<file path="src/design/ob_cfg_pkg.sv">
// order book field widths
// value types shared by store, scan and control

package ob_cfg_pkg;

    // price in ticks
    localparam int PRICE_W = 32;

    // resting share count
    localparam int QTY_W = 16;

    // exchange order reference
    localparam int ID_W = 32;

    typedef logic [PRICE_W-1:0] price_t;

    typedef logic [QTY_W-1:0] qty_t;

    typedef logic [ID_W-1:0] order_id_t;

    // empty side reads as this price
    localparam price_t NO_PRICE = '0;

endpackage

</file>
<file path="src/design/best_price_scan.sv">
`timescale 1ns/1ns
// best price scanner

module best_price_scan #(
    parameter int NUM_STOCKS = 4,
    parameter int BOOK_DEPTH = 8,
    parameter bit FIND_MAX   = 1'b1,
    localparam int SW = $clog2(NUM_STOCKS),
    localparam int IW = $clog2(BOOK_DEPTH)
) (
    input  logic               i_clk,
    input  logic               i_reset_n,
    input  logic               i_start,
    input  logic [SW-1:0]      i_stock,
    output logic [SW-1:0]      o_rd_stock,
    output logic [IW-1:0]      o_rd_idx,
    input  ob_cfg_pkg::price_t i_rd_price,
    input  logic               i_rd_valid,
    output logic               o_done,
    output ob_cfg_pkg::price_t o_best
);

    logic busy;
    logic have_any;
    logic better;

    // highest for bids, lowest for asks
    assign better = FIND_MAX ? (i_rd_price > o_best) : (i_rd_price < o_best);

    always_ff @(posedge i_clk) begin
        if (!i_reset_n) begin
            busy     <= 1'b0;
            o_done   <= 1'b0;
            o_rd_idx <= '0;
        end else begin
            o_done <= 1'b0;
            if (i_start) begin
                busy     <= 1'b1;
                o_rd_idx <= '0;
            end else if (busy) begin
                o_rd_idx <= o_rd_idx + 1'b1;
                // one slot per cycle, done after the last slot
                if (o_rd_idx == IW'(BOOK_DEPTH - 1)) begin
                    busy   <= 1'b0;
                    o_done <= 1'b1;
                end
            end
        end
    end

    always_ff @(posedge i_clk) begin
        if (i_start) begin
            o_rd_stock <= i_stock;
            o_best     <= ob_cfg_pkg::NO_PRICE;
            have_any   <= 1'b0;
        end else if (busy && i_rd_valid && (!have_any || better)) begin
            o_best   <= i_rd_price;
            have_any <= 1'b1;
        end
    end

endmodule

</file>
<file path="config.mk">
export PLATFORM = sky130hd
export DESIGN_NAME = best_price_scan
export DESIGN_NICKNAME = d
export VERILOG_FILES = /design/src/design/ob_cfg_pkg.sv /design/src/design/best_price_scan.sv
export SDC_FILE = /design/constraint.sdc
export NUM_CORES = 1
export LEC_CHECK = 0
export BUFFER_PORTS_ARGS = -buffer_cell sky130_fd_sc_hd__buf_2
export CORE_UTILIZATION = 55
export CTS_CLUSTER_SIZE = 8
export DETAILED_ROUTE_END_ITERATION = 6
export PLACE_DENSITY = 0.84
export SLEW_MARGIN = 15
export SYNTH_ARGS = -nofsm -noshare
export SYNTH_HDL_FRONTEND = slang
export SYNTH_SLANG_ARGS = --single-unit
</file>
<file path="constraint.sdc">
create_clock -name i_clk -period 3.7 [get_ports i_clk]
set_clock_uncertainty 0.1 [all_clocks]
set_input_delay 0.37 -clock i_clk [delete_from_list [all_inputs] [get_ports i_clk]]
set_output_delay 0.37 -clock i_clk [all_outputs]
set_load 0.005 [all_outputs]
</file>
==> flow_metrics.py <==
metrics = {
    "grt": {
        "grtUsageTotal_pct": 20.1,
        "grt_max_degree": 70,
        "antenna_found_initial": 0,
        "grt_overflow": 0,
        "grt_pass1_wl_mm": 8.28,
        "first_global_vias": 2009,
    },
    "outcome": {
        "status": "finished clean",
    },
    "logic_synthesis": {
        "syn-cell-area_um2": 2700,
        "syn-instance-count": 281,
        "synth-warning-count": 0,
        "synth-seq-cells": 40,
        "syn_nets": 353,
        "seq_area_frac_synth_pct": 30.4,
        "avgSynthCellArea_um2": 9.60,
        "yosysUniqueCellTypes": 34,
    },
    "place": {
        "place_congestion": 0.755,
        "pre_cts_ws_ps": 998,
        "placed_cell_area_um2": 3080,
        "dp.cells": 414,
        "dp_hpwl_mm": 3.74,
        "port-buffer-count": 75,
    },
    "floorplanning": {
        "fp.dieW_um": 72.0,
        "std_cell_rows": 25,
        "start_util_pct": 57.1,
        "core-area_um2": 4720,
        "fp.dieArea_um2": 5190,
        "pin_count": 76,
        "fp.dieH_um": 72.0,
    },
    "critical_path": {
        "startpoint_type": "flop",
        "arrival_ps": 2680,
        "critPathKind": "flop to flop",
        "worstPathCellList": "inv_1, ha_1, nand4_1, nor4_1, a31o_1, a31oi_1, a41oi_4, buf_4, mux2i_1",
        "cp-end-kind": "flop",
        "critical-path-top-delay-family": "simple AND/OR/NAND/NOR gates",
        "slowest_stage": "nor4_1",
        "crit_path_max_incr_delay_ps": 490,
        "critPathMaxFanout": 16,
        "required_ps": 3800,
        "cp_num_buf_inv": 2,
    },
    "timing": {
        "fmax_ghz": 0.389,
        "relSlewSlack_pct": 38.9,
        "worst_pin_slew_ps": 917,
        "setup_ws_ps": 1130,
        "drv_slew": 0,
        "final-setup-viol-count": 0,
        "finalSetupTns_ps": 0,
        "period_share_pct": 69.5,
        "rsz0062_at_grt": "false",
        "hold_slack_ps": 162,
        "finalHoldViolCount": 0,
        "finalCriticalPeriod_ps": 2570,
    },
    "cells_and_area": {
        "final_util_pct": 67.1,
        "finalInstanceArea_um2": 3170,
        "n_antenna_cell": 0,
        "layoutNonFillerInstCount": 422,
        "n_fill_cell": 399,
        "syn2layout_area_growth_pct": 17.5,
        "drive_gt1_share_pct": 33.8,
        "fin_nets": 426,
    },
    "route": {
        "wire_per_inst_um": 11.5,
        "num_vias": 2112,
        "route.detailed.drc": 0,
        "wl_mm": 4.87,
        "drtIter0Drc": 59,
        "drtPass1Iterations": 4,
        "avgViaCountPerCell": 5.00,
        "ant_nets": 0,
    },
    "pwr": {
        "cellPowerDensity_nw_per_um2": 301,
        "p_leak_nw": 1.57,
        "ir_worst_vdd_mv": 0.172,
        "power_mw": 0.956,
    },
    "run": {
        "drv_cap": 0,
    },
    "clock_tree": {
        "cts.sinks": 40,
        "max-clock-path-buffers": 2,
        "cts-root-buf": "clkbuf_8",
        "cts_buffers": 5,
        "post_cts_resized": 0,
        "hold_buffers": 0,
        "clkTransAtPathRegs_ps": 80,
        "postCtsSetupRepairBufs": 0,
        "clock_latency_ps": 290,
        "htree_levels": 2,
        "cts_tree": "yes",
    },
    "worst_hold_path": {
        "hold_class": "primary input to flop",
    },
}
==> placed cells by master, fill, tap and decap left out <==
cell	instances
or2b_1	14
buf_4	2
o21ai_0	3
clkbuf_1	2
dfxtp_1	38
clkbuf_8	6
nor2_1	7
nor3_1	1
a21oi_1	13
nor2b_1	2
nor4_1	2
edfxtp_1	2
a21boi_1	1
nand3_1	2
o21bai_1	1
o21a_1	3
a21boi_2	2
a21oi_2	1
a2bb2oi_1	1
ha_1	34
nand4_1	6
inv_1	33
a31oi_1	1
o221ai_2	1
a41oi_4	1
or2b_2	32
a2111o_1	1
nand2_1	12
buf_2	75
xnor2_1	1
nor3b_1	1
a31o_1	1
nand2b_1	19
mux2i_1	34
==> kinds of logic (layout without fill, tap and decap cells) <==
kind of cell	after synthesis	in the layout	synth area share [%]
AND/OR/NAND/NOR	98	98	24.5
buffers and inverters	44	118	7.98
flip-flops	40	40	30.4
adder cells (fa/ha/maj)	34	34	15.8
multiplexers	34	34	12.6
AO/OA/AOI/OAI	30	30	8.40
XOR/XNOR	1	1	0.325
==> synthesized netlist by cell type (all sizes together) <==
cell | instances | area (um^2)
nor4 | 2 | 12.5
nor3 | 1 | 5.00
xnor2 | 1 | 8.76
a21oi | 14 | 73.8
o221ai | 1 | 15.0
nand2 | 12 | 45.0
o21ai | 3 | 15.0
buf | 6 | 72.6
ha | 34 | 425
edfxtp | 2 | 60.1
a21boi | 3 | 30.0
mux2i | 34 | 340
nor2b | 2 | 12.5
or2b | 46 | 385
o21bai | 1 | 7.51
dfxtp | 38 | 761
a41oi | 1 | 27.5
a31oi | 1 | 6.26
a2bb2oi | 1 | 8.76
nand3 | 2 | 10.0
a31o | 1 | 8.76
nand4 | 6 | 37.5
a2111o | 1 | 11.3
clkbuf | 5 | 18.8
o21a | 3 | 22.5
inv | 33 | 124
nor3b | 1 | 7.51
nor2 | 7 | 26.3
nand2b | 19 | 119
==> cell type report <==
type                    instances  area, um^2  area share [%]
multi-input cells             197        1660            52.4
flip-flops and latches         40         821            25.9
clock buffers                   8        90.1            2.84
repair buffers                 77         390            12.3
inverters                      33         124            3.91
well taps                      67        83.8            2.64
==> layer usage <==
layer / wire [um] / vias up / global-route usage (%)
met1: 2220 / 966 / 22.8
li1: - / 1080 / -
met2: 2340 / 58 / 35.8
met4: 78 / 0 / 7.84
met5: 0 / - / 0
met3: 238 / 8 / 5.28
==> flip-flops by register name, indices dropped and copies added (netlist names) <==
signal and cells:
busy 1, have_any 1, o_best 32, o_rd_stock 2, o_rd_idx 3, o_done 1
==> worst paths after layout <==
path / start / endpoint / slack [ps] / cells past startpoint
setup / recovery: o_best[29]$_SDFFE_PP0P_ / o_best[21]$_SDFFE_PP0P_ / 1130 / 9
hold / removal: i_stock[0] / o_rd_stock[0]$_DFFE_PP_ / 160 / 1
setup reg to reg: o_best[29]$_SDFFE_PP0P_ / o_best[21]$_SDFFE_PP0P_ / 1130 / 9
hold reg to reg: have_any$_SDFFE_PP0P_ / have_any$_SDFFE_PP0P_ / 390 / 2
==> report_power, final <==
part | switching [mW] | internal [mW] | leakage [nW]
Combinational | 0.0932 | 0.100 | 1.19
Clock | 0.141 | 0.152 | 0.0455
Sequential | 0.0148 | 0.454 | 0.329
Note: power is estimated with default switching activity, not from simulation.
