<file path="src/design/ob_cfg_pkg.sv">
// order book field widths
// value types shared by store, scan and control

package ob_cfg_pkg;

    // price in ticks
    localparam int PRICE_W = 32;

    // resting share count
    localparam int QTY_W = 16;

    // exchange order reference
    localparam int ID_W = 32;

    typedef logic [PRICE_W-1:0] price_t;

    typedef logic [QTY_W-1:0] qty_t;

    typedef logic [ID_W-1:0] order_id_t;

    // empty side reads as this price
    localparam price_t NO_PRICE = '0;

endpackage

</file>
<file path="src/design/ob_msg_pkg.sv">
// order book message encodings

package ob_msg_pkg;

    // order type field from the parser
    typedef enum logic [1:0] {
        ADD     = 2'd0,
        CANCEL  = 2'd1,
        EXECUTE = 2'd2
    } order_kind_e;

    // trade type field, 0 is the buy side
    typedef enum logic {
        SIDE_BID = 1'b0,
        SIDE_ASK = 1'b1
    } book_side_e;

    // one-cycle request from control to a side store
    typedef enum logic [1:0] {
        NONE,
        APPEND,
        REMOVE,
        REDUCE
    } store_cmd_e;

    typedef enum logic [2:0] {
        IDLE,
        STORE_OP,
        SCAN,
        FINISH
    } ctrl_state_e;

endpackage

</file>
<file path="src/design/book_ctrl.sv">
`timescale 1ns/1ns
// order book sequencer

module book_ctrl #(
    parameter int NUM_STOCKS = 4,
    localparam int SW = $clog2(NUM_STOCKS)
) (
    input  logic                    i_clk,
    input  logic                    i_reset_n,
    input  logic                    i_data_valid,
    input  logic                    i_trade_type,
    input  logic [SW-1:0]           i_stock_id,
    input  ob_msg_pkg::order_kind_e i_order_type,
    input  ob_cfg_pkg::qty_t        i_quantity,
    input  ob_cfg_pkg::price_t      i_price,
    input  ob_cfg_pkg::order_id_t   i_order_id,
    input  logic                    i_trading_logic_ready,
    output ob_msg_pkg::store_cmd_e  o_bid_cmd,
    output ob_msg_pkg::store_cmd_e  o_ask_cmd,
    output logic [SW-1:0]           o_stock,
    output ob_cfg_pkg::qty_t        o_qty,
    output ob_cfg_pkg::price_t      o_price,
    output ob_cfg_pkg::order_id_t   o_id,
    input  logic                    i_bid_done,
    input  logic                    i_ask_done,
    input  logic                    i_bid_found,
    input  logic                    i_ask_found,
    output logic                    o_scan_start,
    input  logic                    i_bid_scan_done,
    input  logic                    i_ask_scan_done,
    input  ob_cfg_pkg::price_t      i_bid_best,
    input  ob_cfg_pkg::price_t      i_ask_best,
    output logic                    o_book_is_busy,
    output logic                    o_data_valid,
    output ob_cfg_pkg::price_t      o_best_bid,
    output ob_cfg_pkg::price_t      o_best_ask
);

    ob_msg_pkg::ctrl_state_e state;
    ob_msg_pkg::store_cmd_e  bid_cmd;
    ob_msg_pkg::store_cmd_e  ask_cmd;

    logic          bid_pend;
    logic          ask_pend;
    logic          bid_done;
    logic          ask_done;
    logic          any_found;
    logic          found_n;
    logic [SW-1:0] last_stock;

    // route the order kind to the store requests
    always_comb begin
        bid_cmd = ob_msg_pkg::NONE;
        ask_cmd = ob_msg_pkg::NONE;
        case (i_order_type)
            ob_msg_pkg::ADD: begin
                if (i_trade_type == ob_msg_pkg::SIDE_ASK) begin
                    ask_cmd = ob_msg_pkg::APPEND;
                end else begin
                    bid_cmd = ob_msg_pkg::APPEND;
                end
            end
            ob_msg_pkg::CANCEL: begin
                bid_cmd = ob_msg_pkg::REMOVE;
                ask_cmd = ob_msg_pkg::REMOVE;
            end
            ob_msg_pkg::EXECUTE: begin
                bid_cmd = ob_msg_pkg::REDUCE;
                ask_cmd = ob_msg_pkg::REDUCE;
            end
            default: ;
        endcase
    end

    // same pending flags serve the store phase and the scan phase
    assign bid_done = (state == ob_msg_pkg::SCAN) ? i_bid_scan_done : i_bid_done;
    assign ask_done = (state == ob_msg_pkg::SCAN) ? i_ask_scan_done : i_ask_done;
    assign found_n  = any_found | (i_bid_done & i_bid_found) | (i_ask_done & i_ask_found);

    always_ff @(posedge i_clk) begin
        if (i_data_valid && state == ob_msg_pkg::IDLE) begin
            o_stock <= i_stock_id;
            o_qty   <= i_quantity;
            o_price <= i_price;
            o_id    <= i_order_id;
        end
    end

    always_ff @(posedge i_clk) begin
        if (!i_reset_n) begin
            state          <= ob_msg_pkg::IDLE;
            o_bid_cmd      <= ob_msg_pkg::NONE;
            o_ask_cmd      <= ob_msg_pkg::NONE;
            bid_pend       <= 1'b0;
            ask_pend       <= 1'b0;
            any_found      <= 1'b0;
            last_stock     <= '0;
            o_scan_start   <= 1'b0;
            o_book_is_busy <= 1'b0;
            o_data_valid   <= 1'b0;
            o_best_bid     <= '0;
            o_best_ask     <= '0;
        end else begin
            o_bid_cmd    <= ob_msg_pkg::NONE;
            o_ask_cmd    <= ob_msg_pkg::NONE;
            o_scan_start <= 1'b0;
            bid_pend     <= bid_pend & ~bid_done;
            ask_pend     <= ask_pend & ~ask_done;
            case (state)
                ob_msg_pkg::IDLE: begin
                    if (i_data_valid) begin
                        o_bid_cmd      <= bid_cmd;
                        o_ask_cmd      <= ask_cmd;
                        bid_pend       <= (bid_cmd != ob_msg_pkg::NONE);
                        ask_pend       <= (ask_cmd != ob_msg_pkg::NONE);
                        any_found      <= 1'b0;
                        o_book_is_busy <= 1'b1;
                        state          <= ob_msg_pkg::STORE_OP;
                    end
                end
                ob_msg_pkg::STORE_OP: begin
                    any_found <= found_n;
                    if (!(bid_pend & ~bid_done) && !(ask_pend & ~ask_done)) begin
                        if (found_n || o_stock != last_stock) begin
                            o_scan_start <= 1'b1;
                            bid_pend     <= 1'b1;
                            ask_pend     <= 1'b1;
                            state        <= ob_msg_pkg::SCAN;
                        end else begin
                            // book untouched, held bests are still current
                            o_data_valid   <= 1'b1;
                            o_book_is_busy <= 1'b0;
                            state          <= ob_msg_pkg::FINISH;
                        end
                    end
                end
                ob_msg_pkg::SCAN: begin
                    if (i_bid_scan_done) begin
                        o_best_bid <= i_bid_best;
                    end
                    if (i_ask_scan_done) begin
                        o_best_ask <= i_ask_best;
                    end
                    if (!(bid_pend & ~bid_done) && !(ask_pend & ~ask_done)) begin
                        last_stock     <= o_stock;
                        o_data_valid   <= 1'b1;
                        o_book_is_busy <= 1'b0;
                        state          <= ob_msg_pkg::FINISH;
                    end
                end
                ob_msg_pkg::FINISH: begin
                    // hold the result until the trading logic takes it
                    if (i_trading_logic_ready) begin
                        o_data_valid <= 1'b0;
                        state        <= ob_msg_pkg::IDLE;
                    end
                end
                default: state <= ob_msg_pkg::IDLE;
            endcase
        end
    end

endmodule

</file>
<file path="config.mk">
export PLATFORM = sky130hd
export DESIGN_NAME = book_ctrl
export DESIGN_NICKNAME = d
export VERILOG_FILES = /design/src/design/ob_cfg_pkg.sv /design/src/design/ob_msg_pkg.sv /design/src/design/book_ctrl.sv
export SDC_FILE = /design/constraint.sdc
export NUM_CORES = 1
export LEC_CHECK = 0
export ABC_AREA = 1
export BUFFER_PORTS_ARGS = -buffer_cell sky130_fd_sc_hd__buf_2
export CORE_UTILIZATION = 35
export CTS_CLUSTER_DIAMETER = 80
export DETAILED_ROUTE_END_ITERATION = 16
export GPL_TIMING_DRIVEN = 0
export HOLD_SLACK_MARGIN = 0.12
export PLACE_DENSITY = 0.77
export SKIP_LAST_GASP = 1
export SLEW_MARGIN = 20
export SYNTH_ARGS = -nofsm -noshare
export SYNTH_HDL_FRONTEND = slang
export SYNTH_SLANG_ARGS = --single-unit
</file>
<file path="constraint.sdc">
create_clock -name i_clk -period 6.9 [get_ports i_clk]
set_input_delay 0 -clock i_clk [delete_from_list [all_inputs] [get_ports i_clk]]
set_output_delay 0 -clock i_clk [all_outputs]
set_load 0.01 [all_outputs]
</file>
==> impl_metrics.toml, run 1 <==
[sta]
period_minus_slack_ns = 2.32
timing.fmax_mhz = 430
fin_ws_ns = 4.58
setup_viol = 0
finalCritPeriodShare_pct = 33.7
rsz0062_at_grt = "false"
finalSetupTns_ns = 0
final-hold-violation-count = 0
clock_skew_ns = 0.00850
finalMaxSlewViolations = 0
tightest_slew_ns = 0.684
maxSlewHeadroom_pct = 54.4

[yosys]
synth.avg_cell_area_um2 = 11.4
synth_cell_types = 26
ys_ff_latch = 159
syn_nets = 644
synth_area_leaders = "edfxtp_1 (45%), dfxtp_1 (28%), nor2_1 (9.7%), o21ai_0 (6.3%), nand2_1 (2.1%)"
synth_top_area_share_pct = 45.3
synth_top_area_cell = "edfxtp_1"
syn_area_um2 = 5440
netlist_instances = 479
synth_seq_area_share_pct = 73.6
yosys_warnings = 0

[detailed_routing]
wl_per_cell_um = 17.8
viasPerCell = 4.69
drt_iter0_markers = 346
vias = 5499
remaining_drc_errors = 0
ant_nets = 0
drt-total-wl_um = 20900
dr.pass1.iters = 4

[clock_network]
clock_tree.root_cell = "clkbuf_16"
insertion_delay_ns = 0.42
numCtsBuffers = 17
post-cts-setup-buffer-count = 0
clk_pin_slew_ns = 0.06
clockBufferDepth = 2
ctsResizeCount = 0
numClockSinks = 159
cts_max_level = 4
cts_tree = "built"

[cells_and_area]
final_common_cell = "buf_2"
stdcell_count = 1173
nets = 1136
n_fill_cell = 1121
syn2layout_area_growth_pct = 73.1
final_layout_size_suffix_gt1_share_pct = 36.5
most-common-layout-cells = "buf_2 (317), dlygate4sd3_1 (162), nor2_1 (141)"
final_area_um2 = 9420

[global_routing]
grt_use_total_pct = 26.0
busiest_layer = "met2"
grt.met2_usage_pct = 46.4
grt_remaining_overflow = 0
grt_util_met1_pct = 27.9
grt_antenna_before_repair = 2
grt_util_met3_pct = 7.89
grt_first_pass_wirelength_um = 30700
grt_pass1_vias = 5604
grt_max_degree = 59

[floorplan]
die_x_um = 127
die-area_um2 = 16000
core_area_um2 = 15200
pin_count = 312
initial_utilization_pct = 35.8
num_rows = 45
chipHeight_um = 127

[flow_run]
maxCapViolations = 0

[critical_path]
cp_slowest_cell = "dlygate4sd3_1"
cp_max_fo = 5
r2r_slack_ns = 4.58
reg2reg_to = "any_found$_SDFFE_PN0P_"
required_ns = 7.25
cpMostUsedCell = "inv_1"
ff2ff_path_depth = 9
slowest_delay_ns = 0.57
path_cells = "inv_1 -> ha_1 -> inv_1 -> nor2_1 -> inv_1 -> nand3_1 -> dlygate4sd3_1 -> a21oi_1 -> dlygate4sd3_1"
start_kind = "register"
end_kind = "register"
arrival_ns = 2.67
worst-setup-path-type = "register to register"
reg2reg_from = "state[0]$_SDFFE_PN0P_"

[pwr]
power_density_nw_per_um2 = 324
ir_worst_vdd_mv = 0.269
leakage_nw = 4.29

[run_status]
status = "complete, no violations"

[placed_design]
place_ws_ns = 4.93
port-buffer-count = 310
dp_cells = 978
dpl_cell_area_um2 = 7260
gp_congestion = 0.838
dp_hpwl_um = 12100

[hold_path]
hold_end = "o_best_ask[0]$_SDFFE_PN0P_"
min_path_cells = 5
hp-class = "input pin to register"
min_from = "i_ask_scan_done"
worst max-delay path by stage:
stage                               start                endpoint
finish              state[0]$_SDFFE_PN0P_  any_found$_SDFFE_PN0P_
global route        state[0]$_SDFFE_PN0P_  any_found$_SDFFE_PN0P_
CTS                 state[0]$_SDFFE_PN0P_  any_found$_SDFFE_PN0P_
detailed placement  state[1]$_SDFFE_PN0P_   state[0]$_SDFFE_PN0P_
global placement    state[1]$_SDFFE_PN0P_     ask_pend$_SDFF_PN0_
floorplan           state[1]$_SDFFE_PN0P_     ask_pend$_SDFF_PN0_
synth_stat cells:
library cell  count
nor2_1          141
edfxtp_1         82
dfxtp_1          77
o21ai_0          68
nand2_1          31
inv_1            22
clkbuf_1         13
a21oi_1           9
buf_2             7
nand3_1           7
ha_1              6
nand3_2           2
a31oi_1           1
buf_4             1
nand2_2           1
nand2_4           1
nor2_2            1
nor2_4            1
nor3_1            1
nor4_1            1
o211ai_1          1
o21ai_2           1
o21bai_1          1
o21bai_2          1
o22ai_1           1
or2_2             1
logic make-up after synthesis:
group / synth area share (%)
flops: 73.6
fa+ha+maj: 1.38
simple gates: 13.8
compound gates: 7.96
buf+inv: 3.20
metrics by stage:
stage | hold slack [ns] | power [mW] | utilization [%]
6_report | 0.173 | 3.05 | 61.9
5_1_grt | 0.221 | 3.20 | 61.9
4_1_cts | 0.155 | 3.03 | 61.9
3_5_place_dp | 0.178 | 2.10 | 47.7
3_3_place_gp | 0.177 | 2.08 | 47.5
2_1_floorplan | 0.0989 | 1.75 | -
worst max-delay path: cells and delay by family, from the launching register on:
kind	cells	cell delay (ns)
and+or+nand+nor	2	0.12
DFF	1	0.42
adders and majority gates	1	0.25
buffers and inverters	5	1.36
AOI/OAI and AO/OA	1	0.12
layout make-up:
type	instances	area [µm²]	area share [%]
Clock inverter	13	103	1.09
Timing Repair Buffer	473	3200	34.0
Inverter	22	85.1	0.904
Antenna cell	1	2.50	0.0266
Sequential cell	159	4000	42.5
Buffer	21	91.3	0.970
Multi-Input combinational cell	277	1260	13.4
Clock buffer	19	433	4.60
Tap cell	188	235	2.50
what timing repair did:
| item | CTS | global route |
|---|---|---|
| hold endpoints to repair | 154 | 0 |
| endpoints found under the setup margin | 0 | 0 |
| hold buffers | 162 | 0 |
state kept, by name, indices dropped and copies added, names as in the netlist:
| register | flops |
|---|---|
| o_best_ask | 32 |
| o_best_bid | 32 |
| o_id | 32 |
| o_price | 32 |
| o_qty | 16 |
| last_stock | 2 |
| o_bid_cmd | 2 |
| o_stock | 2 |
| state | 2 |
| any_found | 1 |
| ask_pend | 1 |
| bid_pend | 1 |
| o_ask_cmd | 1 |
| o_book_is_busy | 1 |
| o_data_valid | 1 |
| o_scan_start | 1 |
routing by layer:
layer | vias to the layer above | share of wire, %
met5 | - | 0.062
met4 | 2 | 4.8
met3 | 65 | 8.6
met2 | 310 | 50
met1 | 2543 | 36
li1 | 2579 | -
power by group:
group,switching (mW),total [mW],internal (mW)
clock network,0.394,0.862,0.468
logic,0.511,0.858,0.347
registers,0.0904,1.33,1.24
total,0.996,3.05,2.06
No activity file was read; power rests on OpenSTA's default activity.
==> run 2: changes to the inputs <==
==> constraint.sdc (replaced) <==
create_clock -name i_clk -period 2.4 [get_ports i_clk]
set_input_delay 0 -clock i_clk [delete_from_list [all_inputs] [get_ports i_clk]]
set_output_delay 0 -clock i_clk [all_outputs]
set_load 0.01 [all_outputs]
==> run 2 against run 1 <==
  * Global-route usage shrank 0.43 points
  * Worst setup slack lost 4.4 ns
  * Die area is the same
  * Sequential share of layout area shrank 0.11 points
  * Register-to-register slack lost 4.4 ns
  * Sequential cell count is the same
  * First-iteration DRC count shrank 4.9%
  * Combinational power grew to 2.9 times the previous value
  * Critical endpoint is now o_ask_cmd[0]$_SDFF_PN0_
  * Total power grew to 2.9 times the previous value
  * Fmax grew 6.4%
==> impl_metrics.toml, run 2 (synthesized netlist as in run 1, its figures left out) <==
[sta]
finalMaxSlewViolations = 0
final-hold-violation-count = 0
holdWs_ns = 0.176
period_minus_slack_ns = 2.18
rsz0062_at_grt = "false"
clock_skew_ns = 0.00686
maxSlewHeadroom_pct = 51.1
tightest_slew_ns = 0.729
timing.fmax_mhz = 458
setup_viol = 0
finalCritPeriodShare_pct = 90.9

[critical_path]
path_cells = "inv_1 -> ha_1 -> nand2_2 -> clkinvlp_4 -> nand2_1 -> nor2_1 -> dlygate4sd3_1"
crit_buf_inv = 3
start_kind = "register"
r2r_slack_ns = 0.22
cp_slowest_cell = "dlygate4sd3_1"
slowest_delay_ns = 0.55
cp.depth = 7
cp_max_fo = 15
arrival_ns = 2.49
required_ns = 2.70
worst-setup-path-type = "register to register"
path_delay_family = "buffers and inverters"
reg2reg_to = "o_ask_cmd[0]$_SDFF_PN0_"
end_kind = "register"
ff2ff_path_depth = 7
reg2reg_from = "state[0]$_SDFFE_PN0P_"

[global_routing]
grt.met2_usage_pct = 45.8
grt_util_met3_pct = 8.06
grt_first_pass_wirelength_um = 30700
grt_pass1_vias = 5646
grt_util_met1_pct = 26.8
grt_max_degree = 34
grt_antenna_before_repair = 0
busiest_layer = "met2"
grt_use_total_pct = 25.6
grt_remaining_overflow = 0

[run_status]
status = "complete, no violations"

[cells_and_area]
most-common-layout-cells = "buf_2 (317), dlygate4sd3_1 (159), nor2_1 (141)"
syn2layout_area_growth_pct = 73.7
final_layout_size_suffix_gt1_share_pct = 37.1
antenna_cells = 0
stdcell_count = 1171
final_common_cell = "buf_2"
nets = 1135

[pwr]
ir_worst_vdd_mv = 0.486
fin_total_pwr_mw = 8.94
leakage_nw = 4.30
power_density_nw_per_um2 = 946

[detailed_routing]
remaining_drc_errors = 0
viasPerCell = 4.73
drt_iter0_markers = 329
dr.pass1.iters = 5
drt-total-wl_um = 20400
ant_nets = 0
vias = 5538
wl_per_cell_um = 17.4

[floorplan]
num_rows = 45
chipHeight_um = 127
die_x_um = 127
die-area_um2 = 16000
pin_count = 312
initial_utilization_pct = 35.8
core_area_um2 = 15200

[clock_network]
numClockSinks = 159
numCtsBuffers = 17
cts_tree = "built"
ctsResizeCount = 0
insertion_delay_ns = 0.41
clock_tree.root_cell = "clkbuf_16"
clockBufferDepth = 2
post-cts-setup-buffer-count = 0
clk_pin_slew_ns = 0.07
cts_max_level = 4

[hold_path]
min_from = "i_ask_found"
hp-class = "input pin to register"
min_path_cells = 5
hold_end = "o_scan_start$_SDFF_PN0_"

[placed_design]
dp_hpwl_um = 12200
gp_congestion = 0.818
dp_cells = 979
port-buffer-count = 310

[flow_run]
maxCapViolations = 0
==> run 2: through the flow <==
| step | util (%) | area (µm²) | setup TNS (ns) | setup slack (ns) |
|---|---|---|---|---|
| finish | 62.1 | 9450 | 0 | 0.218 |
| global route | 62.1 | 9450 | 0 | 0.129 |
| CTS | 62.1 | 9440 | 0 | 0.0123 |
| detailed placement | 47.9 | 7290 | 0 | 0.191 |
| global placement | 47.6 | 7240 | -45.16 | -0.532 |
| floorplan | - | 5450 | 0 | 0.0383 |
==> run 2: worst reg2reg max path: stages, from the launching register on <==
cell           delay, ns
dfxtp_2             0.37
inv_1               0.07
ha_1                0.25
nand2_2             0.17
clkinvlp_4          0.37
nand2_1             0.24
nor2_1              0.07
dlygate4sd3_1       0.55
==> run 2: report_power, final <==
group	internal (mW)	switching [mW]	total, mW
clock	1.46	1.15	2.61
combinational	1.01	1.47	2.49
sequential	3.58	0.268	3.85
total	6.05	2.89	8.94
==> run 2: cell type report <==
type                            count  area [µm²]
Timing Repair Buffer              471        3190
Clock inverter                     13         130
Multi-Input combinational cell    277        1270
Fill cell                        1123        5760
Tap cell                          188         235
Inverter                           22        86.3
Buffer                             21        91.3
Timing Repair inverter              1        5.00
Clock buffer                       19         433
Sequential cell                   159        4010
==> run 2: what timing repair did <==
item | in CTS | in global routing
endpoints found under the hold margin | 154 | 0
hold buffers | 159 | 0
endpoints found under the setup margin | 0 | 3
==> run 2: worst max path at each step <==
| stage | start | endpoint | slack, ns |
|---|---|---|---|
| 2_1_floorplan | state[0]$_SDFFE_PN0P_ | bid_pend$_SDFF_PN0_ | 0.04 |
| 3_3_place_gp | state[0]$_SDFFE_PN0P_ | o_id[18]$_DFFE_PP_ | -0.53 |
| 3_5_place_dp | state[0]$_SDFFE_PN0P_ | o_id[18]$_DFFE_PP_ | 0.19 |
| 4_1_cts | state[0]$_SDFFE_PN0P_ | o_bid_cmd[0]$_SDFF_PN0_ | 0.01 |
| 5_1_grt | state[0]$_SDFFE_PN0P_ | o_ask_cmd[0]$_SDFF_PN0_ | 0.13 |
| 6_report | state[0]$_SDFFE_PN0P_ | o_ask_cmd[0]$_SDFF_PN0_ | 0.22 |
==> run 2: metal layers <==
layer | wire length, µm | vias to the layer above
met3 | 1750 | 61
met5 | 0 | -
met1 | 7600 | 2571
met2 | 10100 | 316
li1 | - | 2590
met4 | 979 | 0
==> run 3: changes to the inputs <==
--- a/config.mk
+++ b/config.mk
@@ -12,7 +12,8 @@
 export DETAILED_ROUTE_END_ITERATION = 16
 export GPL_TIMING_DRIVEN = 0
 export HOLD_SLACK_MARGIN = 0.12
-export PLACE_DENSITY = 0.77
+export PLACE_DENSITY = 0.8
+export RECOVER_POWER = 25
 export SKIP_LAST_GASP = 1
 export SLEW_MARGIN = 20
 export SYNTH_ARGS = -nofsm -noshare
==> constraint.sdc (replaced) <==
create_clock -name i_clk -period 1.8 [get_ports i_clk]
set_input_delay 0 -clock i_clk [delete_from_list [all_inputs] [get_ports i_clk]]
set_output_delay 0 -clock i_clk [all_outputs]
set_load 0.01 [all_outputs]
==> run 3 against run 2 <==
  * Sequential cell count stayed put
  * Highest routed layer unchanged
  * Register-to-register slack got worse by 0.13 ns
  * Core utilization increased by 0.49 points
  * Critical path type unchanged
  * Critical endpoint is now o_price[4]$_DFFE_PP_
  * Sequential share of layout area fell by 0.33 points
  * Cell area is 0.78% higher
  * Worst setup slack got worse by 0.13 ns
  * Largest power group unchanged
  * Final cell count about the same
  * Largest cell class unchanged
  * Via count shrank 0.78%
  * Critical path depth unchanged
  * Clock-buffer cell count fell by 1
==> impl_metrics.toml, run 3 (synthesized netlist as in run 1, its figures left out) <==
[run_status]
status = "complete, no violations"

[floorplan]
die-area_um2 = 16000
chipHeight_um = 127
num_rows = 45
die_x_um = 127
pin_count = 312
initial_utilization_pct = 35.8
core_area_um2 = 15200

[critical_path]
start_kind = "register"
required_ns = 1.92
reg2reg_from = "state[1]$_SDFFE_PN0P_"
worst-setup-path-type = "register to register"
cp_max_fo = 27
arrival_ns = 1.84
r2r_slack_ns = 0.09
ff2ff_path_depth = 7
end_kind = "register"
reg2reg_to = "o_price[4]$_DFFE_PP_"

[clock_network]
cts_tree = "built"
cts_max_level = 4
clock_tree.root_cell = "clkbuf_16"
clk_pin_slew_ns = 0.07
insertion_delay_ns = 0.42
numCtsBuffers = 17
numClockSinks = 159
clockBufferDepth = 2

[sta]
period_minus_slack_ns = 1.71
fin_ws_ns = 0.0884
maxSlewHeadroom_pct = 63.1
clock_skew_ns = 0.00674
timing.fmax_mhz = 584
rsz0062_at_grt = "true"
finalCritPeriodShare_pct = 95.1
finalMaxSlewViolations = 0
tightest_slew_ns = 0.553
holdWs_ns = 0.171
final-hold-violation-count = 0
setup_viol = 0

[placed_design]
gp_congestion = 0.800
place_ws_ns = -0.143
dp_cells = 980
dp_hpwl_um = 11800
port-buffer-count = 310

[hold_path]
min_from = "i_ask_found"
hp-class = "input pin to register"
min_path_cells = 5
hold_end = "o_scan_start$_SDFF_PN0_"

[pwr]
fin_total_pwr_mw = 12.2
p_int_mw = 8.27
combinationalPowerShare_pct = 27.6
switching_share_pct = 32.0
clkPwrFrac_pct = 30.1
ir_worst_vdd_mv = 0.771
pwr-share-seq_pct = 42.3
p_sw_mw = 3.90
leakage_nw = 4.24
power_density_nw_per_um2 = 1280

[global_routing]
grt_remaining_overflow = 0
grt_pass1_vias = 5443
grt_first_pass_wirelength_um = 29300
grt_max_degree = 28
grt_antenna_before_repair = 0
grt_use_total_pct = 24.6

[cells_and_area]
stdcell_count = 1172
n_fill_cell = 1119
final_layout_size_suffix_gt1_share_pct = 35.3
most-common-layout-cells = "buf_2 (288), dlygate4sd3_1 (159), nor2_1 (141)"
antenna_cells = 0
nets = 1136
syn2layout_area_growth_pct = 75.0
final_common_cell = "buf_2"

[flow_run]
maxCapViolations = 0

[detailed_routing]
wl_per_cell_um = 16.9
viasPerCell = 4.69
vias = 5495
drt-total-wl_um = 19900
dr.pass1.iters = 4
ant_nets = 0
remaining_drc_errors = 0
drt_iter0_markers = 317
-- run 3: cell count changes in the layout (fill, tap and decap cells not counted), sizes merged --
cell	previous run	this run
clkinv	3	5
buf	320	294
inv	28	27
clkbuf	32	59
clkinvlp	4	2
bufinv	1	2
-- run 3: area by class of cell --
type / count / area, µm² / area share [%]
Multi-Input combinational cell: 277 / 1310 / 13.8
Clock buffer: 18 / 429 / 4.51
Clock inverter: 14 / 176 / 1.85
Tap cell: 188 / 235 / 2.47
Buffer: 21 / 93.8 / 0.986
Sequential cell: 159 / 4010 / 42.1
Inverter: 22 / 86.3 / 0.907
Timing Repair Buffer: 473 / 3180 / 33.4
-- run 3: critical path: stages, from the launching register on --
cell and delay [ns]:
dfxtp_2 0.35, inv_2 0.10, ha_4 0.17, nand2_4 0.06, clkinvlp_4 0.09, buf_12 0.19, buf_12 0.22, buf_16 0.19
-- run 3: worst max-delay path by stage --
| stage | start | to | slack [ns] | cells past startpoint |
|---|---|---|---|---|
| after CTS | state[0]$_SDFFE_PN0P_ | o_best_ask[22]$_SDFFE_PN0P_ | -0.009 | 6 |
| after detailed placement | state[1]$_SDFFE_PN0P_ | o_qty[13]$_DFFE_PP_ | -0.14 | 7 |
| after global placement | state[1]$_SDFFE_PN0P_ | ask_pend$_SDFF_PN0_ | -1.16 | 6 |
| final | state[1]$_SDFFE_PN0P_ | o_price[4]$_DFFE_PP_ | 0.09 | 7 |
| after floorplan | state[1]$_SDFFE_PN0P_ | bid_pend$_SDFF_PN0_ | -0.50 | 7 |
| after global routing | state[0]$_SDFFE_PN0P_ | state[0]$_SDFFE_PN0P_ | -0.01 | 11 |
-- run 3: stage by stage --
step | cell area, µm² | utilization (%) | setup TNS [ns]
detailed placement | 7320 | 48.2 | -3.61
global route | 9520 | 62.6 | -0.0166
floorplan | 5470 | - | -41.55
CTS | 9530 | 62.7 | -0.0231
global placement | 7260 | 47.7 | -96.46
finish | 9520 | 62.6 | 0
-- run 3: per-layer routing --
| metal | global-route usage (%) | vias up | share of wire, % |
|---|---|---|---|
| met5 | 0 | - | 0 |
| met4 | 10.3 | 0 | 2.9 |
| met3 | 7.38 | 43 | 7.6 |
| met2 | 46.1 | 276 | 53 |
| met1 | 25.4 | 2588 | 36 |
| li1 | - | 2588 | - |
-- run 3: power groups by stage --
| stage | clock network, mW | registers, mW | logic, mW |
|---|---|---|---|
| final | 3.66 | 5.14 | 3.37 |
| after global routing | 3.86 | 5.21 | 3.65 |
| after detailed placement | 0 | 5.16 | 2.98 |
| after global placement | 0 | 5.16 | 2.82 |
| after floorplan | 0 | 5.57 | 1.19 |
| after CTS | 3.71 | 5.09 | 3.27 |
-- run 3: repair_timing --
| action | CTS | global route |
|---|---|---|
| buffers inserted | 1 | 0 |
| resized for setup | 1 | 9 |
| hold buffers | 159 | 0 |
| endpoints found under the hold margin | 154 | 0 |
| setup endpoints to repair | 27 | 30 |
